### config.mk
export PLATFORM = sky130hd
export DESIGN_NAME = node_fifo
export DESIGN_NICKNAME = d
export VERILOG_FILES = /design/src/gat_pkg.sv /design/src/node_fifo.sv
export VERILOG_INCLUDE_DIRS = /design/src
export SDC_FILE = /design/constraint.sdc
export NUM_CORES = 1
export LEC_CHECK = 0
export ABC_AREA = 1
export BUFFER_PORTS_ARGS = -buffer_cell sky130_fd_sc_hd__buf_2
export CAP_MARGIN = 20
export CORE_UTILIZATION = 50
export CTS_BUF_LIST = sky130_fd_sc_hd__clkbuf_16
export CTS_CLUSTER_DIAMETER = 100
export DETAILED_ROUTE_END_ITERATION = 8
export GPL_TIMING_DRIVEN = 0
export PLACE_DENSITY = 0.71
export RECOVER_POWER = 25
export SYNTH_ARGS = -nofsm -noshare
export SYNTH_HDL_FRONTEND = slang
export SYNTH_SLANG_ARGS = --single-unit
### constraint.sdc
create_clock -name clk -period 8.3 [get_ports clk]
set_clock_uncertainty 0.05 [all_clocks]
set_input_delay 1.245 -clock clk [delete_from_list [all_inputs] [get_ports clk]]
set_output_delay 1.245 -clock clk [all_outputs]
set_load 0.03 [all_outputs]
### src/gat_consts.svh
`ifndef GAT_CONSTS_SVH
`define GAT_CONSTS_SVH

// Input values, weights and attention elements
`define GAT_DATA_W        8

// Sparse input columns
`define GAT_NUM_FEAT_IN   16
`define GAT_COL_W         4

// Projected features per node
`define GAT_NUM_FEAT_OUT  4

// Accumulator widths along the datapath
`define GAT_WH_W          20
`define GAT_COEF_W        30
`define GAT_ACC_W         56

`define GAT_FIFO_DEPTH    4

// Weight file map: W[col][f] at col*4+f, attention from GAT_A_BASE
`define GAT_WADDR_W       7
`define GAT_A_BASE        64

`endif
### src/gat_pkg.sv
package gat_pkg;

`include "gat_consts.svh"

  typedef logic signed [`GAT_DATA_W-1:0] data_t;
  typedef logic        [`GAT_COL_W-1:0]  col_t;
  typedef logic signed [`GAT_WH_W-1:0]   wh_t;
  typedef logic signed [`GAT_COEF_W-1:0] coef_t;
  typedef logic signed [`GAT_ACC_W-1:0]  acc_t;

  typedef wh_t  [`GAT_NUM_FEAT_OUT-1:0] wh_vec_t;
  typedef acc_t [`GAT_NUM_FEAT_OUT-1:0] feat_vec_t;

  // One projected node, end flag in the top bit
  typedef struct packed {
    logic    end_flag;
    coef_t   coef;
    wh_vec_t wh;
  } node_word_t;

  typedef enum logic [1:0] {
    PROJ_IDLE, PROJ_ACCUM, PROJ_SCORE, PROJ_PUSH
  } proj_state_e;

  typedef enum logic [1:0] {
    AGGR_IDLE, AGGR_MAC, AGGR_REQ, AGGR_RELEASE
  } aggr_state_e;

endpackage

### src/node_fifo.sv
`include "gat_consts.svh"

module node_fifo import gat_pkg::*; (
  input  logic       clk,
  input  logic       rst_n,
  input  logic       push_i,
  input  node_word_t push_word_i,
  output logic       full_o,
  input  logic       pop_i,
  output node_word_t head_word_o,
  output logic       empty_o
);

  localparam int DEPTH = `GAT_FIFO_DEPTH;
  localparam int PTR_W = $clog2(DEPTH);

  node_word_t       mem_q [DEPTH];
  logic [PTR_W-1:0] wr_ptr_q;
  logic [PTR_W-1:0] rd_ptr_q;
  logic [PTR_W:0]   count_q;
  logic             do_push;
  logic             do_pop;

  assign do_push = push_i && !full_o;
  assign do_pop  = pop_i && !empty_o;

  always_ff @(posedge clk) begin
    if (do_push) begin
      mem_q[wr_ptr_q] <= push_word_i;
    end
  end

  always_ff @(posedge clk or negedge rst_n) begin
    if (!rst_n) begin
      wr_ptr_q <= '0;
      rd_ptr_q <= '0;
      count_q  <= '0;
    end else begin
      if (do_push) begin
        wr_ptr_q <= (wr_ptr_q == PTR_W'(DEPTH - 1)) ? '0 : wr_ptr_q + 1'b1;
      end
      if (do_pop) begin
        rd_ptr_q <= (rd_ptr_q == PTR_W'(DEPTH - 1)) ? '0 : rd_ptr_q + 1'b1;
      end
      case ({do_push, do_pop})
        2'b10:   count_q <= count_q + 1'b1;
        2'b01:   count_q <= count_q - 1'b1;
        default: count_q <= count_q;
      endcase
    end
  end

  // Show-ahead head
  assign head_word_o = mem_q[rd_ptr_q];
  assign full_o      = (count_q == (PTR_W + 1)'(DEPTH));
  assign empty_o     = (count_q == '0);

  a_no_overflow: assert property (
    @(posedge clk) disable iff (!rst_n) push_i |-> !full_o
  ) else $error("push into full node FIFO");

  a_no_underflow: assert property (
    @(posedge clk) disable iff (!rst_n) pop_i |-> !empty_o
  ) else $error("pop from empty node FIFO");

endmodule

---- Yosys cells after proc, flatten, opt, wreduce, memory -nomap -nowiden ----
Memories as Yosys holds them, arrays and structs flattened.
Index checks and enable logic that the tools add are counted.
word-level totals
  register bits ........................... 7
  bits in writable memories ............... 444
  input port bits ......................... 115
  output and inout port bits .............. 113
  logic and storage cells ................. 24
  memories kept ........................... 1
cells by class
  add/subtract/negate cells ............... 4
  equality and inequality tests ........... 5
  mux-type cells .......................... 5
  reduce and logical (&&, ||, !) cells .... 6
memories
  name   words  width  read ports  clocked after Yosys merged registers in  write ports  RTL line         text
  mem_q  4      111    1           0                                        1            node_fifo.sv:17  node_word_t mem_q [DEPTH];
operator list
  cell                                              number
  == test 2 bit, second input constant              3
  one-hot mux 3 bit (2 select lines)                1
  adder 2 x 1 -> 2 bit, second input constant       2
  2-to-1 mux 2 bit                                  2
  adder 3 x 1 -> 3 bit, second input constant       1
  == test 3 bit, second input constant              1
  logical NOT 3 bit                                 1
  subtractor 3 x 1 -> 3 bit, second input constant  1
  == test 2 x 1 -> 1 bit, second input constant     1
  logical AND 1 bit                                 2
  logical NOT 1 bit                                 2
  2-to-1 mux 1 bit                                  2
  nonzero test 2 bit                                1

---- Longest topological paths before layout ----
  word-level depth ........................ 5
  depth in mapped cells ................... 12
  depth with buffers taken out ............ 12

---- Least setup slack after synthesis ----
No wires, ideal clock.
  kind .................................... input to register
  from .................................... in push_i
  to ...................................... mem mem_q[0][0] in the netlist's numbering (enable)
  setup time .............................. 0.583 ns
  data arrival time ....................... 6.011 ns
  required time ........................... 7.667 ns
  setup slack ............................. 1.656 ns
  cell stages on the path ................. 2
  buffers on the path ..................... 0
  cells stage by stage .................... nand2_1 > nor2_1
on the way
  word-level cells in the longest chain between the ends .. 3
RTL lines
  what                                    RTL line         text
  start, declared                         node_fifo.sv:6   input logic push_i,
  logical AND 1 bit                       node_fifo.sv:24  assign do_push = push_i && !full_o;
  2-to-1 mux 1 bit                        node_fifo.sv:28  if (do_push) begin
  2-to-1 mux 1 bit (implied by the code)  node_fifo.sv:29  mem_q[wr_ptr_q] <= push_word_i;
  end, declared                           node_fifo.sv:17
Every way passes these cells.

==> results.sh <==
export IMPL_slew_viol_final=0
export IMPL_crit_path_start_kind="flip-flop"
export IMPL_rr_worst_depth=7
export IMPL_io_pins=228
export IMPL_die_area_um2=37940
export IMPL_cp_required_ns=7.01
export IMPL_r2r_start="count_q[0]"
export IMPL_clock_latency_ns=0.57
export IMPL_dr_pass1_iters=5
export IMPL_final_area_um2=22090
export IMPL_post_cts_resized=0
export IMPL_ant_nets=0
export IMPL_vias=11060
export IMPL_syn_nets=1479
export IMPL_worstReg2RegEnd="mem_q[0][46]"
export IMPL_postSynthCellCount=1357
export IMPL_num_rows=70
export IMPL_crit_type="reg2out"
export IMPL_crit_start="rd_ptr_q[1]"
export IMPL_placed_cells=2069
export IMPL_finalPower_uw=8836
export IMPL_drt_iter0_markers=535
export IMPL_coreArea_um2=36610
export IMPL_final_cell_mix="edfxtp_1 (444), nand2_1 (348), inv_1 (248)"
export IMPL_comb_power_share=0.420
export IMPL_post_cts_buffers=0
export IMPL_place_ws_ns=4.832
export IMPL_portBuffers=227
export IMPL_syn_avg_cell_area_um2=13.69
export IMPL_syn_area_um2=18580
export IMPL_grt_pass1_vias=11130
export IMPL_setup_slack_ns=4.805
export IMPL_wl_per_cell_um=19.21
export IMPL_p_per_area_nw_per_um2=400.0
export IMPL_p_int_uw=5325
export IMPL_power_switching_uw=3511
export IMPL_rsz0062_at_grt="false"
export IMPL_ir_drop_uv=261.8
export IMPL_start_util=0.5075
export IMPL_final_cell_count_no_fill=2153
export IMPL_crit_path_end_kind="primary output"
export IMPL_die_w_um=194.8
export IMPL_worstMarginPinSlew_ns=0.7050
export IMPL_synth_seq_cells=451
export IMPL_clock_path_buffers=3
export IMPL_p_seq_frac=0.350
export IMPL_cts_root_buf="clkbuf_16"
export IMPL_yosysWarnings=0
export IMPL_finalCritPeriodShare=0.4211
export IMPL_setup_tns_ns=0
export IMPL_grt_pass1_wl_um=63210
export IMPL_reg2reg_slack_ns=5.62
export IMPL_syn2layout_area_growth_pct=18.88
export IMPL_crit_path_max_fanout=10
export IMPL_clkTransAtPathRegs_ns=0.06
export IMPL_wl_um=41360
export IMPL_die_y_um=194.8
export IMPL_grt_overflow_total=0
export IMPL_drv_cap=0
export IMPL_yosysSeqAreaShare=0.7270
export IMPL_p_leak_uw=0.008825
export IMPL_setup_viol=0
export IMPL_antenna_found_initial=4
export IMPL_hold_depth=1
export IMPL_drc=0
export IMPL_max_freq_ghz=0.2861
export IMPL_viasPerCell=5.139
export IMPL_swShare=0.3974
export IMPL_cts_inserted_buffers=46
export IMPL_min_period_ns=3.495
export IMPL_cts_tree="built"
export IMPL_cp_arrival_ns=2.20
export IMPL_htree_levels=2
export IMPL_cp_endpoint="head_word_o[86]"
export IMPL_cts_sinks=451
export IMPL_fillers=2773
export IMPL_relSlewSlack=0.5289
export IMPL_dpl_instance_area_um2=20690
export IMPL_clkPwrFrac=0.230
export IMPL_groute_usage_overall=0.2223
export IMPL_hpwl_um=27110
export IMPL_finalHoldViolCount=0
export IMPL_mostFrequentLayoutCell="edfxtp_1"
export IMPL_min_delay_path_class="reg2reg"
export IMPL_drive_above_1_share=0.2270
export IMPL_cts_hold_buf=0
export IMPL_finalNetCount=1771
export IMPL_min_delay_start="count_q[0]"
export IMPL_status="complete, no violations"
export IMPL_synthDistinctLibCells=18
export IMPL_place_gp_congestion=0.7735
export IMPL_grt_max_degree=30
-- synth_stat cells, drive strengths merged --
cell type | instances | area share
edfxtp | 444 | 0.72
nand2 | 348 | 0.070
inv | 238 | 0.048
o211ai | 222 | 0.11
buf | 72 | 0.036
dfrtp | 7 | 0.0094
nand3 | 7 | 0.0019
ha | 6 | 0.0040
nor2 | 6 | 0.0012
clkbuf | 3 | 0.00061
fa | 1 | 0.0011
nand4 | 1 | 0.00034
o21ai | 1 | 0.00027
xnor2 | 1 | 0.00047
-- registers in the layout, summed over array words and instances (netlist names) --
register  cells
mem_q       444
rd_ptr_q      2
count_q       3
wr_ptr_q      2
-- power groups by stage --
stage | clock network (uW) | registers, uW | logic, uW
floorplan | 0 | 3200 | 2510
global placement | 0 | 3280 | 3610
detailed placement | 0 | 3140 | 3770
CTS | 2070 | 3090 | 3780
global route | 2150 | 3120 | 4020
finish | 2030 | 3090 | 3710
-- critical path: stages, from the launching register on --
cell      delay (ns)
dfrtp_1         0.38
buf_2           0.18
inv_2           0.08
buf_6           0.21
buf_2           0.30
o211ai_1        0.14
nand2_1         0.10
buf_2           0.23
-- metal layers --
layer / part of all wire / track usage
met4: 0.026 / 0.07437
met3: 0.071 / 0.05744
met1: 0.40 / 0.2757
met5: 0.0011 / 0
met2: 0.50 / 0.3795
-- worst min-delay path by stage --
stage	endpoint	slack, ns
after floorplan	count_q[0]	0.40
after global placement	count_q[0]	0.41
after detailed placement	count_q[0]	0.42
after CTS	count_q[1]	0.43
after global routing	count_q[1]	0.45
final	count_q[0]	0.43
-- kinds of logic (layout without fill, tap and decap cells) --
kind of cell,Yosys count,in the layout,synth area share
fa+ha+maj,7,7,0.005118
buf+inv,313,639,0.08485
flops,451,451,0.7270
other cells,0,2,0
compound gates,223,223,0.1088
xor+xnor,1,1,0.0004715
simple gates,362,362,0.07374
-- layout make-up --
type,instances,area [um2],area share
sequential,451,13510,0.6115
clock buffer,47,1176,0.05325
tap,468,585.6,0.02651
inverter,238,893.4,0.04044
timing repair buffer,244,1404,0.06356
multi-input combinational,593,3526,0.1596
clock inverter,35,307.8,0.01393
antenna,2,5.005,0.0002266
buffer,75,683.2,0.03093
-- through the flow --
step	utilization	hold slack [ns]
final	0.6033	0.4321
after global routing	0.6032	0.4534
after CTS	0.6056	0.4262
after detailed placement	0.5651	0.4166
after global placement	0.5545	0.4122
after floorplan	-	0.3965
Power figures use the tool's default switching activity.
