[src/gat_consts.svh]
`ifndef GAT_CONSTS_SVH
`define GAT_CONSTS_SVH

// Input values, weights and attention elements
`define GAT_DATA_W        8

// Sparse input columns
`define GAT_NUM_FEAT_IN   16
`define GAT_COL_W         4

// Projected features per node
`define GAT_NUM_FEAT_OUT  4

// Accumulator widths along the datapath
`define GAT_WH_W          20
`define GAT_COEF_W        30
`define GAT_ACC_W         56

`define GAT_FIFO_DEPTH    4

// Weight file map: W[col][f] at col*4+f, attention from GAT_A_BASE
`define GAT_WADDR_W       7
`define GAT_A_BASE        64

`endif
[src/gat_pkg.sv]
package gat_pkg;

`include "gat_consts.svh"

  typedef logic signed [`GAT_DATA_W-1:0] data_t;
  typedef logic        [`GAT_COL_W-1:0]  col_t;
  typedef logic signed [`GAT_WH_W-1:0]   wh_t;
  typedef logic signed [`GAT_COEF_W-1:0] coef_t;
  typedef logic signed [`GAT_ACC_W-1:0]  acc_t;

  typedef wh_t  [`GAT_NUM_FEAT_OUT-1:0] wh_vec_t;
  typedef acc_t [`GAT_NUM_FEAT_OUT-1:0] feat_vec_t;

  // One projected node, end flag in the top bit
  typedef struct packed {
    logic    end_flag;
    coef_t   coef;
    wh_vec_t wh;
  } node_word_t;

  typedef enum logic [1:0] {
    PROJ_IDLE, PROJ_ACCUM, PROJ_SCORE, PROJ_PUSH
  } proj_state_e;

  typedef enum logic [1:0] {
    AGGR_IDLE, AGGR_MAC, AGGR_REQ, AGGR_RELEASE
  } aggr_state_e;

endpackage

[src/aggregator.sv]
`include "gat_consts.svh"

module aggregator import gat_pkg::*; (
  input  logic       clk,
  input  logic       rst_n,
  input  node_word_t head_word_i,
  input  logic       fifo_empty_i,
  output logic       pop_o,
  output logic       feat_req_o,
  output feat_vec_t  feat_o,
  input  logic       feat_ack_i
);

  localparam int F_IDX_W = $clog2(`GAT_NUM_FEAT_OUT);

  aggr_state_e        state_q;
  logic [F_IDX_W-1:0] mac_idx_q;
  node_word_t         word_q;
  feat_vec_t          feat_q;

  // Take the next node whenever idle
  assign pop_o = (state_q == AGGR_IDLE) && !fifo_empty_i;

  // Latched node word
  always_ff @(posedge clk) begin
    if (pop_o) begin
      word_q <= head_word_i;
    end
  end

  always_ff @(posedge clk or negedge rst_n) begin
    if (!rst_n) begin
      state_q   <= AGGR_IDLE;
      mac_idx_q <= '0;
      feat_q    <= '0;
    end else begin
      case (state_q)
        AGGR_IDLE: begin
          if (pop_o) begin
            mac_idx_q <= '0;
            state_q   <= AGGR_MAC;
          end
        end
        AGGR_MAC: begin
          feat_q[mac_idx_q] <= feat_q[mac_idx_q] + word_q.coef * word_q.wh[mac_idx_q];
          mac_idx_q         <= mac_idx_q + 1'b1;
          if (mac_idx_q == F_IDX_W'(`GAT_NUM_FEAT_OUT - 1)) begin
            state_q <= word_q.end_flag ? AGGR_REQ : AGGR_IDLE;
          end
        end
        AGGR_REQ: begin
          if (feat_ack_i) begin
            state_q <= AGGR_RELEASE;
          end
        end
        AGGR_RELEASE: begin
          // Sum restarts for the next subgraph once ack is gone
          if (!feat_ack_i) begin
            feat_q  <= '0;
            state_q <= AGGR_IDLE;
          end
        end
        default: state_q <= AGGR_IDLE;
      endcase
    end
  end

  assign feat_req_o = (state_q == AGGR_REQ);
  assign feat_o     = feat_q;

endmodule

[config.mk]
export PLATFORM = sky130hd
export DESIGN_NAME = aggregator
export DESIGN_NICKNAME = d
export VERILOG_FILES = /design/src/gat_pkg.sv /design/src/aggregator.sv
export VERILOG_INCLUDE_DIRS = /design/src
export SDC_FILE = /design/constraint.sdc
export NUM_CORES = 2
export LEC_CHECK = 0
export ABC_CLOCK_PERIOD_IN_PS = 11400
export BUFFER_PORTS_ARGS = -buffer_cell sky130_fd_sc_hd__buf_2
export CAP_MARGIN = 5
export CORE_UTILIZATION = 56
export DETAILED_ROUTE_END_ITERATION = 6
export PLACE_DENSITY = 0.86
export SLEW_MARGIN = 20
export SYNTH_ARGS = -nofsm -noshare
export SYNTH_HDL_FRONTEND = slang
export SYNTH_SLANG_ARGS = --single-unit
export TNS_END_PERCENT = 50
[constraint.sdc]
create_clock -name clk -period 11.4 [get_ports clk]
set_clock_uncertainty 0.05 [all_clocks]
set_input_delay 2.28 -clock clk [delete_from_list [all_inputs] [get_ports clk]]
set_output_delay 2.28 -clock clk [all_outputs]
set_load 0.01 [all_outputs]
## Word level (Yosys, flattened, before mapping)

Cells that the tools add are included.

| cells by class | value |
|---|---|
| $add $sub $neg | 2 |
| $mul | 1 |
| magnitude comparators | 2 |
| equal/unequal tests | 8 |
| multiplexer cells | 17 |
| reduce and logical (&&, ||, !) cells | 9 |

Operators by type and width:

| operator | count |
|---|---|
| $pmux W224 S2 | 1 |
| $bwmux W224 | 1 |
| $mux W224 | 1 |
| $bmux W56 S2 | 1 |
| $demux W56 S2 | 1 |
| $mux W56 | 2 |
| $add A56 B50 Y56 | 1 |
| $mul A30 B20 Y50 | 1 |
| $bmux W20 S2 | 1 |
| $mux W20 | 1 |
| $mux W2 | 6 |
| $pmux W2 S4 | 1 |
| $eq A2 B2 Y1 const B | 3 |
| $ne A2 B2 Y1 const B | 3 |
| $pmux W2 S2 | 1 |
| $reduce_and A2 Y1 | 2 |
| $reduce_and A4 Y1 | 1 |
| $reduce_bool A2 Y1 | 2 |
| $lt A2 B3 Y1 const B | 1 |
| $add A2 B1 Y2 const B | 1 |
| $eq A2 B1 Y1 const B | 1 |
| $ge A2 B1 Y1 const B | 1 |
| $logic_and A1 B1 Y1 | 2 |
| $logic_not A2 Y1 | 1 |
| other kinds (2) | 2 |

| word-level totals | value |
|---|---|
| register bits | 339 |
| input port bits | 115 |
| output and inout bits | 226 |
| logic and storage cells | 51 |

## Logic depth before layout (Yosys ltp)

| logic depth | value |
|---|---|
| depth in word-level cells | 6 |
| depth in mapped cells | 31 |
| depth with buffers taken out | 26 |

## Least setup slack after synthesis

No wires, ideal clock.

| path | value |
|---|---|
| kind | input port to output port |
| start | in fifo_empty_i |
| end | out pop_o |
| arrival time | 9.973 ns |
| data required time | 9.070 ns |
| path slack | -0.903 ns |
| stages | 1 |
| buffers on the path | 0 |
| path through | nor3_1 |

| on the way | value |
|---|---|
| longest elaborated chain between the ends | 2 |

Ends and longest elaborated chain:

| what | RTL line | RTL |
|---|---|---|
| start: declaration | aggregator.sv:7 | `input logic fifo_empty_i,` |
| $logic_not A1 Y1 | aggregator.sv:22 | `assign pop_o = (state_q == AGGR_IDLE) && !fifo_empty_i;` |
| $logic_and A1 B1 Y1 | aggregator.sv:22 |  |
| end: declaration | aggregator.sv:8 | `output logic pop_o,` |

Every way passes these cells.

## Worst setup path after layout

| path | value |
|---|---|
| start | reg mac_idx_q[0] |
| end | reg feat_q (netlist bit feat_o[54]) |

| on the way | value |
|---|---|
| longest elaborated chain between the ends | 6 |
| elaborated cells on any way between the ends | 13 |
| classes of those cells | add/sub: 1; mul: 1; order compare: 2; mux: 8; reduce/logical: 1 |

Ends and longest elaborated chain:

| what | RTL line | RTL |
|---|---|---|
| start: declaration | aggregator.sv:17 | `logic [F_IDX_W-1:0] mac_idx_q;` |
| start signal: assignment | aggregator.sv:46 | `mac_idx_q <= mac_idx_q + 1'b1;` |
| $bmux W20 S2, or another cell as far along | aggregator.sv:45 | `feat_q[mac_idx_q] <= feat_q[mac_idx_q] + word_q.coef * word_q.wh[mac_idx_q];` |
| $mux W20 (implied by the code) / $logic_and A1 B1 Y1 (equally long branches) | aggregator.sv:45 |  |
| $mul A30 B20 Y50 / $mux W56 (equally long branches) | aggregator.sv:45 |  |
| $add A56 B50 Y56 / $demux W56 S2 (equally long branches) | aggregator.sv:45 |  |
| $bwmux W224 (*) | aggregator.sv:45 |  |
| $pmux W224 S2 (*) | aggregator.sv:37 | `case (state_q)` |
| end signal: indexed assignment | aggregator.sv:45 |  |
| end: declaration | aggregator.sv:19 | `feat_vec_t feat_q;` |

Mark *: on every way between the ends. The rest lies on a longest branch, timed or not. The select of a mux whose other input is x is not followed.
A chain may end at the register's enable or synchronous reset.

==> impl_metrics.env <==
export IMPL_fp_row_count=95
export IMPL_async_reset_ff_frac=0.673
export IMPL_cap_violations=0
export IMPL_hold_path_class="reg -> reg"
export IMPL_io_pins=341
export IMPL_cp_end_kind="flop"
export IMPL_period_minus_slack_ns=9.38
export IMPL_yosys_warnings=0
export IMPL_area_growth_pct=9.40
export IMPL_drtIter0Drc=2592
export IMPL_wl_met1_mm=36.0
export IMPL_wl_met2_mm=56.5
export IMPL_cts_buffer_depth=3
export IMPL_rr_startpoint="mac_idx_q[0]"
export IMPL_grt_pass1_vias=30900
export IMPL_drt_wl_total_mm=108
export IMPL_start_util=0.571
export IMPL_regArea_mm2=0.00905
export IMPL_antenna_found_initial=6
export IMPL_routedWlPerCell_um=22.5
export IMPL_grt_util_all_layers=0.318
export IMPL_syn_avg_cell_area_um2=10.4
export IMPL_violations="DRC"
export IMPL_synth_cell_types=67
export IMPL_syn_area_mm2=0.0387
export IMPL_startpoint_type="flop"
export IMPL_postCtsHoldBufs=0
export IMPL_min_from="feat_o[169]"
export IMPL_gp_routability_congestion=0.935
export IMPL_ant_nets=0
export IMPL_fin_crit_sh=0.823
export IMPL_cts_resized=0
export IMPL_cts_root_buf="clkbuf_16"
export IMPL_cts_setup_buffers=0
export IMPL_hold_ws_ns=0.448
export IMPL_synth_edff_count=111
export IMPL_dieArea_mm2=0.0701
export IMPL_top_layer="met4"
export IMPL_worstPathRequired_ns=11.87
export IMPL_die_w_um=265
export IMPL_grt_max_degree=86
export IMPL_fmax_ghz=0.107
export IMPL_tns_ns=0
export IMPL_place_hpwl_mm=81.3
export IMPL_cts_tree="built"
export IMPL_grt_overflow=0
export IMPL_crit_start="mac_idx_q[0]"
export IMPL_rsz0062_at_grt="false"
export IMPL_drt_pass1_iter_count=7
export IMPL_path_class="reg -> reg"
export IMPL_path_clk_slew_ns=0.07
export IMPL_synth_main_ff_cell="dfrtp_1"
export IMPL_die_y_um=265
export IMPL_synth_nets=4683
export IMPL_htree_levels=2
export IMPL_setup_viol=0
export IMPL_arrival_ns=9.85
export IMPL_layout_drive_gt1_share=0.135
export IMPL_clk_latency_ns=0.59
export IMPL_drc=2
export IMPL_clock_sinks=339
export IMPL_seq_area_frac_synth=0.234
export IMPL_crit_fanout=33
export IMPL_vias=28600
export IMPL_tightest_slew_ns=1.15
export IMPL_fill_cells=5167
export IMPL_cts_buffers=41
export IMPL_slew_headroom=0.233
export IMPL_final_cell_mix="inv_1 (899), fa_1 (700), nand2_1 (410)"
export IMPL_grt_pass1_wl_mm=170
export IMPL_syn_inst=3703
export IMPL_ys_ff_latch=339
export IMPL_final_common_cell="inv_1"
export IMPL_nets=4881
export IMPL_finalMaxSlewViolations=0
export IMPL_port_buffers=340
export IMPL_status="complete, but fails checks"
export IMPL_multi_input_area_mm2=0.0255
export IMPL_dr_wl_met3_mm=8.64
export IMPL_via_per_inst=5.94
export IMPL_core_mm2=0.0678
export IMPL_hold_viol_final=0
==> worst max-delay path, stage by stage, from the launching register on <==
cell      delay, ns
dfrtp_4        0.74
buf_4          0.69
buf_4          0.60
mux4_2         0.57
inv_1          0.16
fa_1           0.41
inv_1          0.07
ha_1           0.11
inv_1          0.05
fa_1           0.52
inv_1          0.05
fa_1           0.48
fa_1           0.47
fa_1           0.52
inv_1          0.05
fa_1           0.48
inv_1          0.04
ha_1           0.39
a21o_1         0.22
a21oi_1        0.32
o21ai_0        0.22
a31oi_1        0.36
nand4_1        0.36
a211oi_1       0.59
o21ai_1        0.17
xor2_1         0.35
a22o_1         0.19
==> final cells by class <==
cell class / count / share of cell area
Clock inverter: 23 / 0.00606
Timing Repair Buffer: 362 / 0.0444
Sequential cell: 339 / 0.214
Inverter: 899 / 0.0797
Tap cell: 873 / 0.0258
Multi-Input combinational cell: 2258 / 0.604
Clock buffer: 52 / 0.0264
Antenna cell: 4 / 0.000237
==> worst paths after layout <==
| kind | endpoint | slack [ns] | cells after the start |
|---|---|---|---|
| max | feat_o[54] | 2.02 | 26 |
| min | feat_o[169] | 0.45 | 2 |
| max reg2reg | feat_o[54] | 2.02 | 26 |
| min reg2reg | feat_o[169] | 0.45 | 2 |
| max in group asynchronous | mac_idx_q[1] | 8.11 | 2 |
| min in group asynchronous | feat_o[11] | 1.62 | 1 |
==> cell usage after synthesis, drive strengths merged, types with 7 or more instances <==
cell / number / area, µm²
a21o: 31 / 233
ha: 165 / 2060
inv: 899 / 3370
nor3: 14 / 70.1
nand4: 7 / 43.8
edfxtp: 111 / 3330
xor2: 16 / 140
a22o: 161 / 1410
and2: 277 / 1730
o21a: 10 / 75.1
o21ai: 73 / 365
o211ai: 15 / 113
o31ai: 16 / 120
fa: 700 / 14000
nand4b: 7 / 61.3
and3: 7 / 45.1
mux4: 75 / 1690
nor2b: 9 / 63.8
a32o: 8 / 80.1
nor2: 52 / 195
xnor2: 37 / 324
a31oi: 9 / 62.6
nand3: 16 / 80.1
clkbuf: 193 / 724
nand2: 411 / 1540
dfrtp: 228 / 5710
a21oi: 73 / 377
buf: 14 / 70.1
==> metrics by stage <==
step | utilization | cell area (µm²) | setup slack [ns] | instances
finish | 0.625 | 42300 | 2.02 | 4810
global route | 0.625 | 42300 | 1.59 | 4810
CTS | 0.624 | 42300 | 2.13 | 4806
detailed placement | 0.604 | 40900 | 2.17 | 4731
global placement | 0.604 | 40900 | 2.27 | 4731
floorplan | - | 38700 | 2.44 | 3703
==> registers in the layout (all words and copies together), names as in the netlist, named ones only <==
signal,flops
feat_o,224
word_q,111
mac_idx_q,2
state_q,1
==> cell families after synthesis <==
| logic type | share of synthesized area |
|---|---|
| AO/OA/AOI/OAI | 0.0819 |
| buffers and inverters | 0.108 |
| flip-flops | 0.234 |
| adder cells (fa/ha/maj) | 0.416 |
| XOR/XNOR | 0.0120 |
| AND/OR/NAND/NOR | 0.105 |
| multiplexers | 0.0445 |
==> routing by layer <==
metal | vias up | track usage
met2 | 1570 | 0.555
met4 | 0 | 0.190
met1 | 14700 | 0.371
met5 | - | 0
met3 | 464 | 0.0478
li1 | 11800 | -
Power is not shown: default switching activity piles up to over one toggle a cycle in this logic, so the estimate is an artifact.
