## config.mk

```make
export PLATFORM = sky130hd
export DESIGN_NAME = node_projector
export DESIGN_NICKNAME = d
export VERILOG_FILES = /design/src/gat_pkg.sv /design/src/node_projector.sv
export VERILOG_INCLUDE_DIRS = /design/src
export SDC_FILE = /design/constraint.sdc
export NUM_CORES = 2
export LEC_CHECK = 0
export BUFFER_PORTS_ARGS = -buffer_cell sky130_fd_sc_hd__buf_2
export CAP_MARGIN = 20
export CELL_PAD_IN_SITES_DETAIL_PLACEMENT = 1
export CELL_PAD_IN_SITES_GLOBAL_PLACEMENT = 2
export CORE_ASPECT_RATIO = 1.2
export CORE_UTILIZATION = 26
export CTS_BUF_LIST = sky130_fd_sc_hd__clkbuf_16
export DETAILED_ROUTE_END_ITERATION = 7
export PLACE_DENSITY_LB_ADDON = 0.1
export SLEW_MARGIN = 25
export SYNTH_ARGS = -nofsm -noshare
export SYNTH_HDL_FRONTEND = slang
export SYNTH_SLANG_ARGS = --single-unit
```

## constraint.sdc

```tcl
create_clock -name clk -period 8.2 [get_ports clk]
set_input_delay 2.05 -clock clk [delete_from_list [all_inputs] [get_ports clk]]
set_output_delay 2.05 -clock clk [all_outputs]
set_load 0.02 [all_outputs]
```

## src/gat_consts.svh

```systemverilog
`ifndef GAT_CONSTS_SVH
`define GAT_CONSTS_SVH

// Input values, weights and attention elements
`define GAT_DATA_W        8

// Sparse input columns
`define GAT_NUM_FEAT_IN   16
`define GAT_COL_W         4

// Projected features per node
`define GAT_NUM_FEAT_OUT  4

// Accumulator widths along the datapath
`define GAT_WH_W          20
`define GAT_COEF_W        30
`define GAT_ACC_W         56

`define GAT_FIFO_DEPTH    4

// Weight file map: W[col][f] at col*4+f, attention from GAT_A_BASE
`define GAT_WADDR_W       7
`define GAT_A_BASE        64

`endif
```

## src/gat_pkg.sv

```systemverilog
package gat_pkg;

`include "gat_consts.svh"

  typedef logic signed [`GAT_DATA_W-1:0] data_t;
  typedef logic        [`GAT_COL_W-1:0]  col_t;
  typedef logic signed [`GAT_WH_W-1:0]   wh_t;
  typedef logic signed [`GAT_COEF_W-1:0] coef_t;
  typedef logic signed [`GAT_ACC_W-1:0]  acc_t;

  typedef wh_t  [`GAT_NUM_FEAT_OUT-1:0] wh_vec_t;
  typedef acc_t [`GAT_NUM_FEAT_OUT-1:0] feat_vec_t;

  // One projected node, end flag in the top bit
  typedef struct packed {
    logic    end_flag;
    coef_t   coef;
    wh_vec_t wh;
  } node_word_t;

  typedef enum logic [1:0] {
    PROJ_IDLE, PROJ_ACCUM, PROJ_SCORE, PROJ_PUSH
  } proj_state_e;

  typedef enum logic [1:0] {
    AGGR_IDLE, AGGR_MAC, AGGR_REQ, AGGR_RELEASE
  } aggr_state_e;

endpackage

```

## src/node_projector.sv

```systemverilog
`include "gat_consts.svh"

module node_projector import gat_pkg::*; (
  input  logic                    clk,
  input  logic                    rst_n,
  input  logic                    entry_req_i,
  output logic                    entry_ack_o,
  input  data_t                   entry_val_i,
  input  col_t                    entry_col_i,
  input  logic                    entry_last_i,
  input  logic                    entry_end_i,
  input  logic                    wgt_we_i,
  input  logic [`GAT_WADDR_W-1:0] wgt_addr_i,
  input  data_t                   wgt_data_i,
  output logic                    node_push_o,
  output node_word_t              node_word_o,
  input  logic                    fifo_full_i
);

  localparam int NUM_W   = `GAT_NUM_FEAT_IN * `GAT_NUM_FEAT_OUT;
  localparam int W_IDX_W = $clog2(NUM_W);
  localparam int F_IDX_W = $clog2(`GAT_NUM_FEAT_OUT);

  proj_state_e          state_q;
  logic                 ack_q;
  logic                 take;
  logic [F_IDX_W-1:0]   score_idx_q;
  wh_vec_t              wh_q;
  coef_t                coef_q;
  logic                 end_q;

  data_t w_q [NUM_W];
  data_t a_q [`GAT_NUM_FEAT_OUT];

  // Weight and attention register file
  always_ff @(posedge clk or negedge rst_n) begin
    if (!rst_n) begin
      for (int i = 0; i < NUM_W; i++) begin
        w_q[i] <= '0;
      end
      for (int f = 0; f < `GAT_NUM_FEAT_OUT; f++) begin
        a_q[f] <= '0;
      end
    end else if (wgt_we_i) begin
      if (wgt_addr_i < `GAT_A_BASE) begin
        w_q[wgt_addr_i[W_IDX_W-1:0]] <= wgt_data_i;
      end else if (wgt_addr_i < `GAT_A_BASE + `GAT_NUM_FEAT_OUT) begin
        a_q[wgt_addr_i[F_IDX_W-1:0]] <= wgt_data_i;
      end
    end
  end

  // New entry only while collecting a node and the previous ack is gone
  assign take = entry_req_i && !ack_q &&
                (state_q == PROJ_IDLE || state_q == PROJ_ACCUM);

  always_ff @(posedge clk or negedge rst_n) begin
    if (!rst_n) begin
      ack_q <= 1'b0;
    end else if (take) begin
      ack_q <= 1'b1;
    end else if (!entry_req_i) begin
      ack_q <= 1'b0;
    end
  end

  always_ff @(posedge clk or negedge rst_n) begin
    if (!rst_n) begin
      state_q     <= PROJ_IDLE;
      score_idx_q <= '0;
      wh_q        <= '0;
      coef_q      <= '0;
      end_q       <= 1'b0;
    end else begin
      case (state_q)
        PROJ_IDLE, PROJ_ACCUM: begin
          if (take) begin
            for (int f = 0; f < `GAT_NUM_FEAT_OUT; f++) begin
              wh_q[f] <= wh_q[f] + entry_val_i * w_q[{entry_col_i, F_IDX_W'(f)}];
            end
            end_q       <= entry_end_i;
            score_idx_q <= '0;
            state_q     <= entry_last_i ? PROJ_SCORE : PROJ_ACCUM;
          end
        end
        PROJ_SCORE: begin
          // One attention product per cycle
          coef_q      <= coef_q + a_q[score_idx_q] * wh_q[score_idx_q];
          score_idx_q <= score_idx_q + 1'b1;
          if (score_idx_q == F_IDX_W'(`GAT_NUM_FEAT_OUT - 1)) begin
            state_q <= PROJ_PUSH;
          end
        end
        PROJ_PUSH: begin
          if (!fifo_full_i) begin
            wh_q    <= '0;
            coef_q  <= '0;
            state_q <= PROJ_IDLE;
          end
        end
        default: state_q <= PROJ_IDLE;
      endcase
    end
  end

  assign entry_ack_o = ack_q;
  assign node_push_o = (state_q == PROJ_PUSH) && !fifo_full_i;

  assign node_word_o.end_flag = end_q;
  assign node_word_o.coef     = coef_q;
  assign node_word_o.wh       = wh_q;

  a_wgt_write_idle: assert property (
    @(posedge clk) disable iff (!rst_n)
    wgt_we_i |-> state_q == PROJ_IDLE
  ) else $error("weight write while projector is busy");

endmodule

```

After elaboration in Yosys (flattened, before gate mapping):

Cells that the tools add are included.

* bits in registers: 660
* bits of input ports: 34

* $add $sub $neg: 6
* $mul: 5
* $lt $le $gt $ge: 12
* equal/unequal tests: 8
* mux-type cells: 37
* bitwise gates (word level): 8
* reductions and logical operators: 20

Operator list (count)
* 512-bit bitwise mux: 1
* 8-bit binary-select mux with 6-bit select: 4
* 80-bit 2-to-1 mux: 2
* 80-bit one-hot mux with 2 select lines: 1
* 8-bit 2-to-1 mux: 12
* 20-bit by 16-bit adder with 20-bit output: 4
* 8-bit by 8-bit multiplier with 16-bit output: 4
* 30-bit one-hot mux with 2 select lines: 1
* 8-bit demux with 6-bit select: 1
* 20-bit binary-select mux with 2-bit select: 1
* 7-bit >= comparator, second input constant: 5
* 6-bit inverter with 7-bit output: 5
* 32-bit bitwise mux: 1
* 30-bit by 28-bit adder with 30-bit output: 1
* 30-bit 2-to-1 mux: 1
* 8-bit by 20-bit multiplier with 28-bit output: 1
* 20-bit 2-to-1 mux: 1
* 8-bit binary-select mux with 2-bit select: 1
* 8-bit demux with 2-bit select: 1
* 7-bit < comparator, second input constant: 2
* 2-bit 2-to-1 mux: 5
* 3-bit AND reduction: 3
* 2-bit AND reduction: 4
* 7-bit by 1-bit < comparator with 1-bit output, second input constant: 1
* other kinds (19): 33

Depth between registers and ports, before layout:

* word-level depth: 8
* gate-level depth with buffers: 24
* mapped depth without buffers: 22

Least setup slack after synthesis:

No wires, ideal clock.

* kind: in2reg
* start point: in entry_col_i[1]
* end point: reg wh_q, in the netlist node_word_o[58]
* setup time: 129 ps
* arrival: 8083 ps
* slack: -13 ps
* stages on the path: 21
* path buffers: 2
* path through: buf_2 -> buf_1 -> mux4_2 -> mux4_2 -> and2_1 -> inv_2 -> fa_1 -> inv_1 -> fa_1 -> fa_1 -> fa_1 -> fa_1 -> ha_1 -> nand3b_1 -> a31oi_1 -> a311o_1 -> o31ai_1 -> o21ai_1 -> a21oi_1 -> xor2_1 -> o21ai_1

* cells in the longest elaborated chain, start to end: 8

Ends and longest elaborated chain
* start, declared: RTL line node_projector.sv:9 `input col_t entry_col_i,`
* 6-bit inverter with 7-bit output (implied by the code): RTL line node_projector.sv:79 `wh_q[f] <= wh_q[f] + entry_val_i * w_q[{entry_col_i, F_IDX_W'(f)}];`
* 8-bit binary-select mux with 6-bit select: RTL line node_projector.sv:79
* 8-bit 2-to-1 mux (implied by the code) (2 in a row): RTL line node_projector.sv:79
* 8-bit by 8-bit multiplier with 16-bit output: RTL line node_projector.sv:79
* 20-bit by 16-bit adder with 20-bit output: RTL line node_projector.sv:79
* 80-bit 2-to-1 mux: RTL line node_projector.sv:77 `if (take) begin`
* 80-bit one-hot mux with 2 select lines: RTL line node_projector.sv:75 `case (state_q)`
* end signal, assigned by index: RTL line node_projector.sv:79
* end, declared: RTL line node_projector.sv:28 `wh_vec_t wh_q;`

Every way passes these cells. The select of a mux whose other input is x is not followed.
A chain may end at the register's enable or synchronous reset.

Final worst setup path:

* start point: in entry_col_i[0]
* end point: reg wh_q, in the netlist node_word_o[58]

Same word-level chain as after synthesis.

==> impl_metrics.py <==
metrics = {
    "clock_tree": {
        "cts_buffer_depth": 3,
        "path_clk_slew_ns": 0.06,
        "clock-root-buffer": "clkbuf_16",
        "cts_htree_levels": 3,
        "cts.repair.resized": 0,
        "cts_sinks": 660,
        "tritoncts": "built",
        "cts_buffers": 85,
        "cts_setup_buffers": 0,
        "cts_hold_buf": 0,
        "clk_latency_ns": 0.72,
    },
    "hold_path": {
        "hold_path.class": "register to register",
    },
    "synthesis": {
        "ys_top_cells_by_area": "dfrtp_1 (33%), fa_1 (21%), mux2_2 (12%)",
        "ys_seq_elements": 660,
        "synth-seq-area-share": 0.333,
        "syn_inst": 3997,
        "synth_ff_type": "dfrtp_1",
        "async_reset_ff_frac": 1.00,
        "synth_enable_flop_cells": 0,
        "ys_types": 78,
        "avgSynthCellArea_um2": 12.4,
        "synth_top_area_frac": 0.333,
        "synth_nets": 4798,
        "yosys_warnings": 0,
        "netlist.top_cell.by_area": "dfrtp_1",
        "synth_area_um2": 49600,
    },
    "detailed_routing": {
        "ant_nets": 0,
        "vias_per_cell": 4.60,
        "drc_errors": 0,
        "first_pass_iters": 5,
        "drt_iter0_drc": 1147,
        "wl_per_cell_um": 23.8,
        "vias": 31800,
        "wl_um": 165000,
    },
    "setup_path": {
        "worstPathRequired_ns": 8.77,
        "worstSetupEndpointType": "register",
        "crit_chain": "buf_8 > buf_4 > mux4_2 > mux4_2 > and2_1 > fa_1 > inv_1 > fa_1 > inv_1 > fa_1 > fa_1 > fa_1 > ha_1 > nand3b_1 > a31oi_1 > a311o_1 > o31ai_1 > buf_4 > o21ai_1 > a21oi_1 > xor2_1 > o21ai_1",
        "critPathLaunchType": "primary input",
        "critPathSlowestCell": "mux4_2",
        "crit_type": "primary input to register",
        "crit_path_frequent_cell": "fa_1",
        "crit_fanout": 8,
        "critPathMaxStageDelay_ns": 0.63,
        "cp.arrival_ns": 8.31,
    },
    "sta": {
        "worst_pin_slew_ns": 1.00,
        "rsz0062_at_grt": "false",
        "hold_viol": 0,
        "period_share": 0.943,
        "max-slew-margin-rel": 0.328,
        "setup_violations": 0,
        "min_period_ns": 7.74,
        "fin_skew_ns": 0.0418,
        "slew_violations": 0,
        "max_freq_mhz": 129,
    },
    "die": {
        "die_x_um": 401,
        "start_util": 0.262,
        "dieHeight_um": 480,
        "pin_count": 147,
        "coreArea_um2": 189000,
        "die_area_um2": 192000,
        "num_rows": 175,
    },
    "power_and_ir_drop": {
        "p_leak_nw": 29.1,
        "vdd_drop_max_v": 0.000151,
        "powerDensity_nw_per_um2": 290,
    },
    "grt": {
        "grt_pass1_vias": 37200,
        "grt_pass1_wl_um": 252000,
        "antenna_found_initial": 15,
        "grt_usage": 0.176,
        "grt_max_degree": 133,
        "grt_overflow_total": 0,
    },
    "finish": {
        "final_area_um2": 58400,
        "fin_nets": 5177,
        "final_cell_mix": "dfrtp_1 (659), mux2_2 (548), fa_1 (516), inv_1 (496), buf_4 (300)",
        "layout-drive-gt1-share": 0.311,
        "stdcell_count": 6922,
        "layout_commonest_cell": "dfrtp_1",
        "area_delta_synth_final_pct": 17.7,
    },
    "place": {
        "gp_congestion": 0.782,
        "hpwl_um": 125000,
        "placed_area_um2": 55600,
        "dpl.cell_count": 6767,
        "port-buffer-count": 146,
    },
    "status": {
        "status": "complete, no violations",
    },
    "job": {
        "max-cap-violations": 0,
    },
}
## through the flow
step	setup TNS (ns)	util	hold slack, ns	power [mW]	setup WS [ns]
after floorplan	0	-	0.447	9.78	0.0515
after global placement	-4.16	0.293	0.452	13.4	-0.344
after detailed placement	-4.52	0.293	0.466	13.4	-0.348
after CTS	0	0.308	0.477	17.5	0.466
after global routing	0	0.308	0.513	18.5	0.139
final	0	0.308	0.474	16.9	0.465
## per-layer routing
metal	up-vias	GRT usage	wire length [um]
li1	14200	-	-
met1	17200	0.227	73300
met2	333	0.318	84900
met3	141	0.0175	3810
met4	8	0.0377	2740
met5	-	0	50
## path summary, 6_finish.rpt
kind / endpoint / startpoint / slack [ns] / cells past startpoint
worst max-delay path: node_word_o[58] / entry_col_i[0] / 0.46 / 22
worst min-delay path: end_q / end_q / 0.47 / 2
worst max register to register: coef_q[22] / score_idx_q[0] / 1.53 / 18
worst min register to register: end_q / end_q / 0.47 / 2
max in group asynchronous: w_q[87] / rst_n / 5.46 / 2
min in group asynchronous: coef_q[23] / rst_n / 1.36 / 1
## cells by family after synthesis
group           synth area share
compound gates            0.0404
xor+xnor                  0.0191
buf+inv                   0.0528
mux                        0.209
simple gates              0.0738
flops                      0.333
fa+ha+maj                  0.272
## sequential cells by signal, indices dropped and copies added, names as in the netlist
| signal | count |
|---|---|
| end_q | 1 |
| w_q | 512 |
| score_idx_q | 2 |
| a_q | 32 |
| state_q | 2 |
| node_word_o | 80 |
| coef_q | 30 |
| entry_ack_o | 1 |
## synth_stat cells, types with 6 or more instances
cell type  count
dfrtp_1      660
mux2_2       548
fa_1         516
inv_1        483
nand2_1      283
ha_1         251
and2_1       235
mux4_2       183
clkbuf_1     150
nor2_1       112
o21ai_0       82
xnor2_1       72
a21oi_1       58
xor2_1        36
a22o_1        26
a21o_1        22
o21ai_1       16
nand3_1       15
o31ai_1       14
nand2b_1      13
buf_1         12
buf_2         12
nor3_1        12
o21bai_1      12
a211oi_1      10
inv_2         10
nor2b_1       10
nor2_2         8
nor3b_1        8
o21a_1         8
a31oi_1        7
mux2i_1        7
buf_6          6
o211ai_1       6
## report_power, final
group | switching (mW) | internal, mW
clock | 1.65 | 2.18
combinational | 4.96 | 3.89
sequential | 0.553 | 3.69
total | 7.16 | 9.77
## critical path: cells and delay by family
family / cells / cell delay [ns]
AOI/OAI and AO/OA: 6 / 1.14
xor gates and xnor gates: 1 / 0.16
adders and majority gates: 6 / 2.76
buffers and inverters: 5 / 0.67
muxes: 2 / 1.17
and+or+nand+nor: 2 / 0.35
## cell type report
class,count,area [um2]
Timing Repair Buffer,476,3610
Tap cell,2478,3100
Multi-Input combinational cell,2660,30500
Sequential cell,660,16500
Inverter,493,1850
Clock buffer,86,2150
Fill cell,20500,131000
Clock inverter,68,653
Antenna cell,1,2.50
Note: power is estimated with default switching activity, not from simulation.
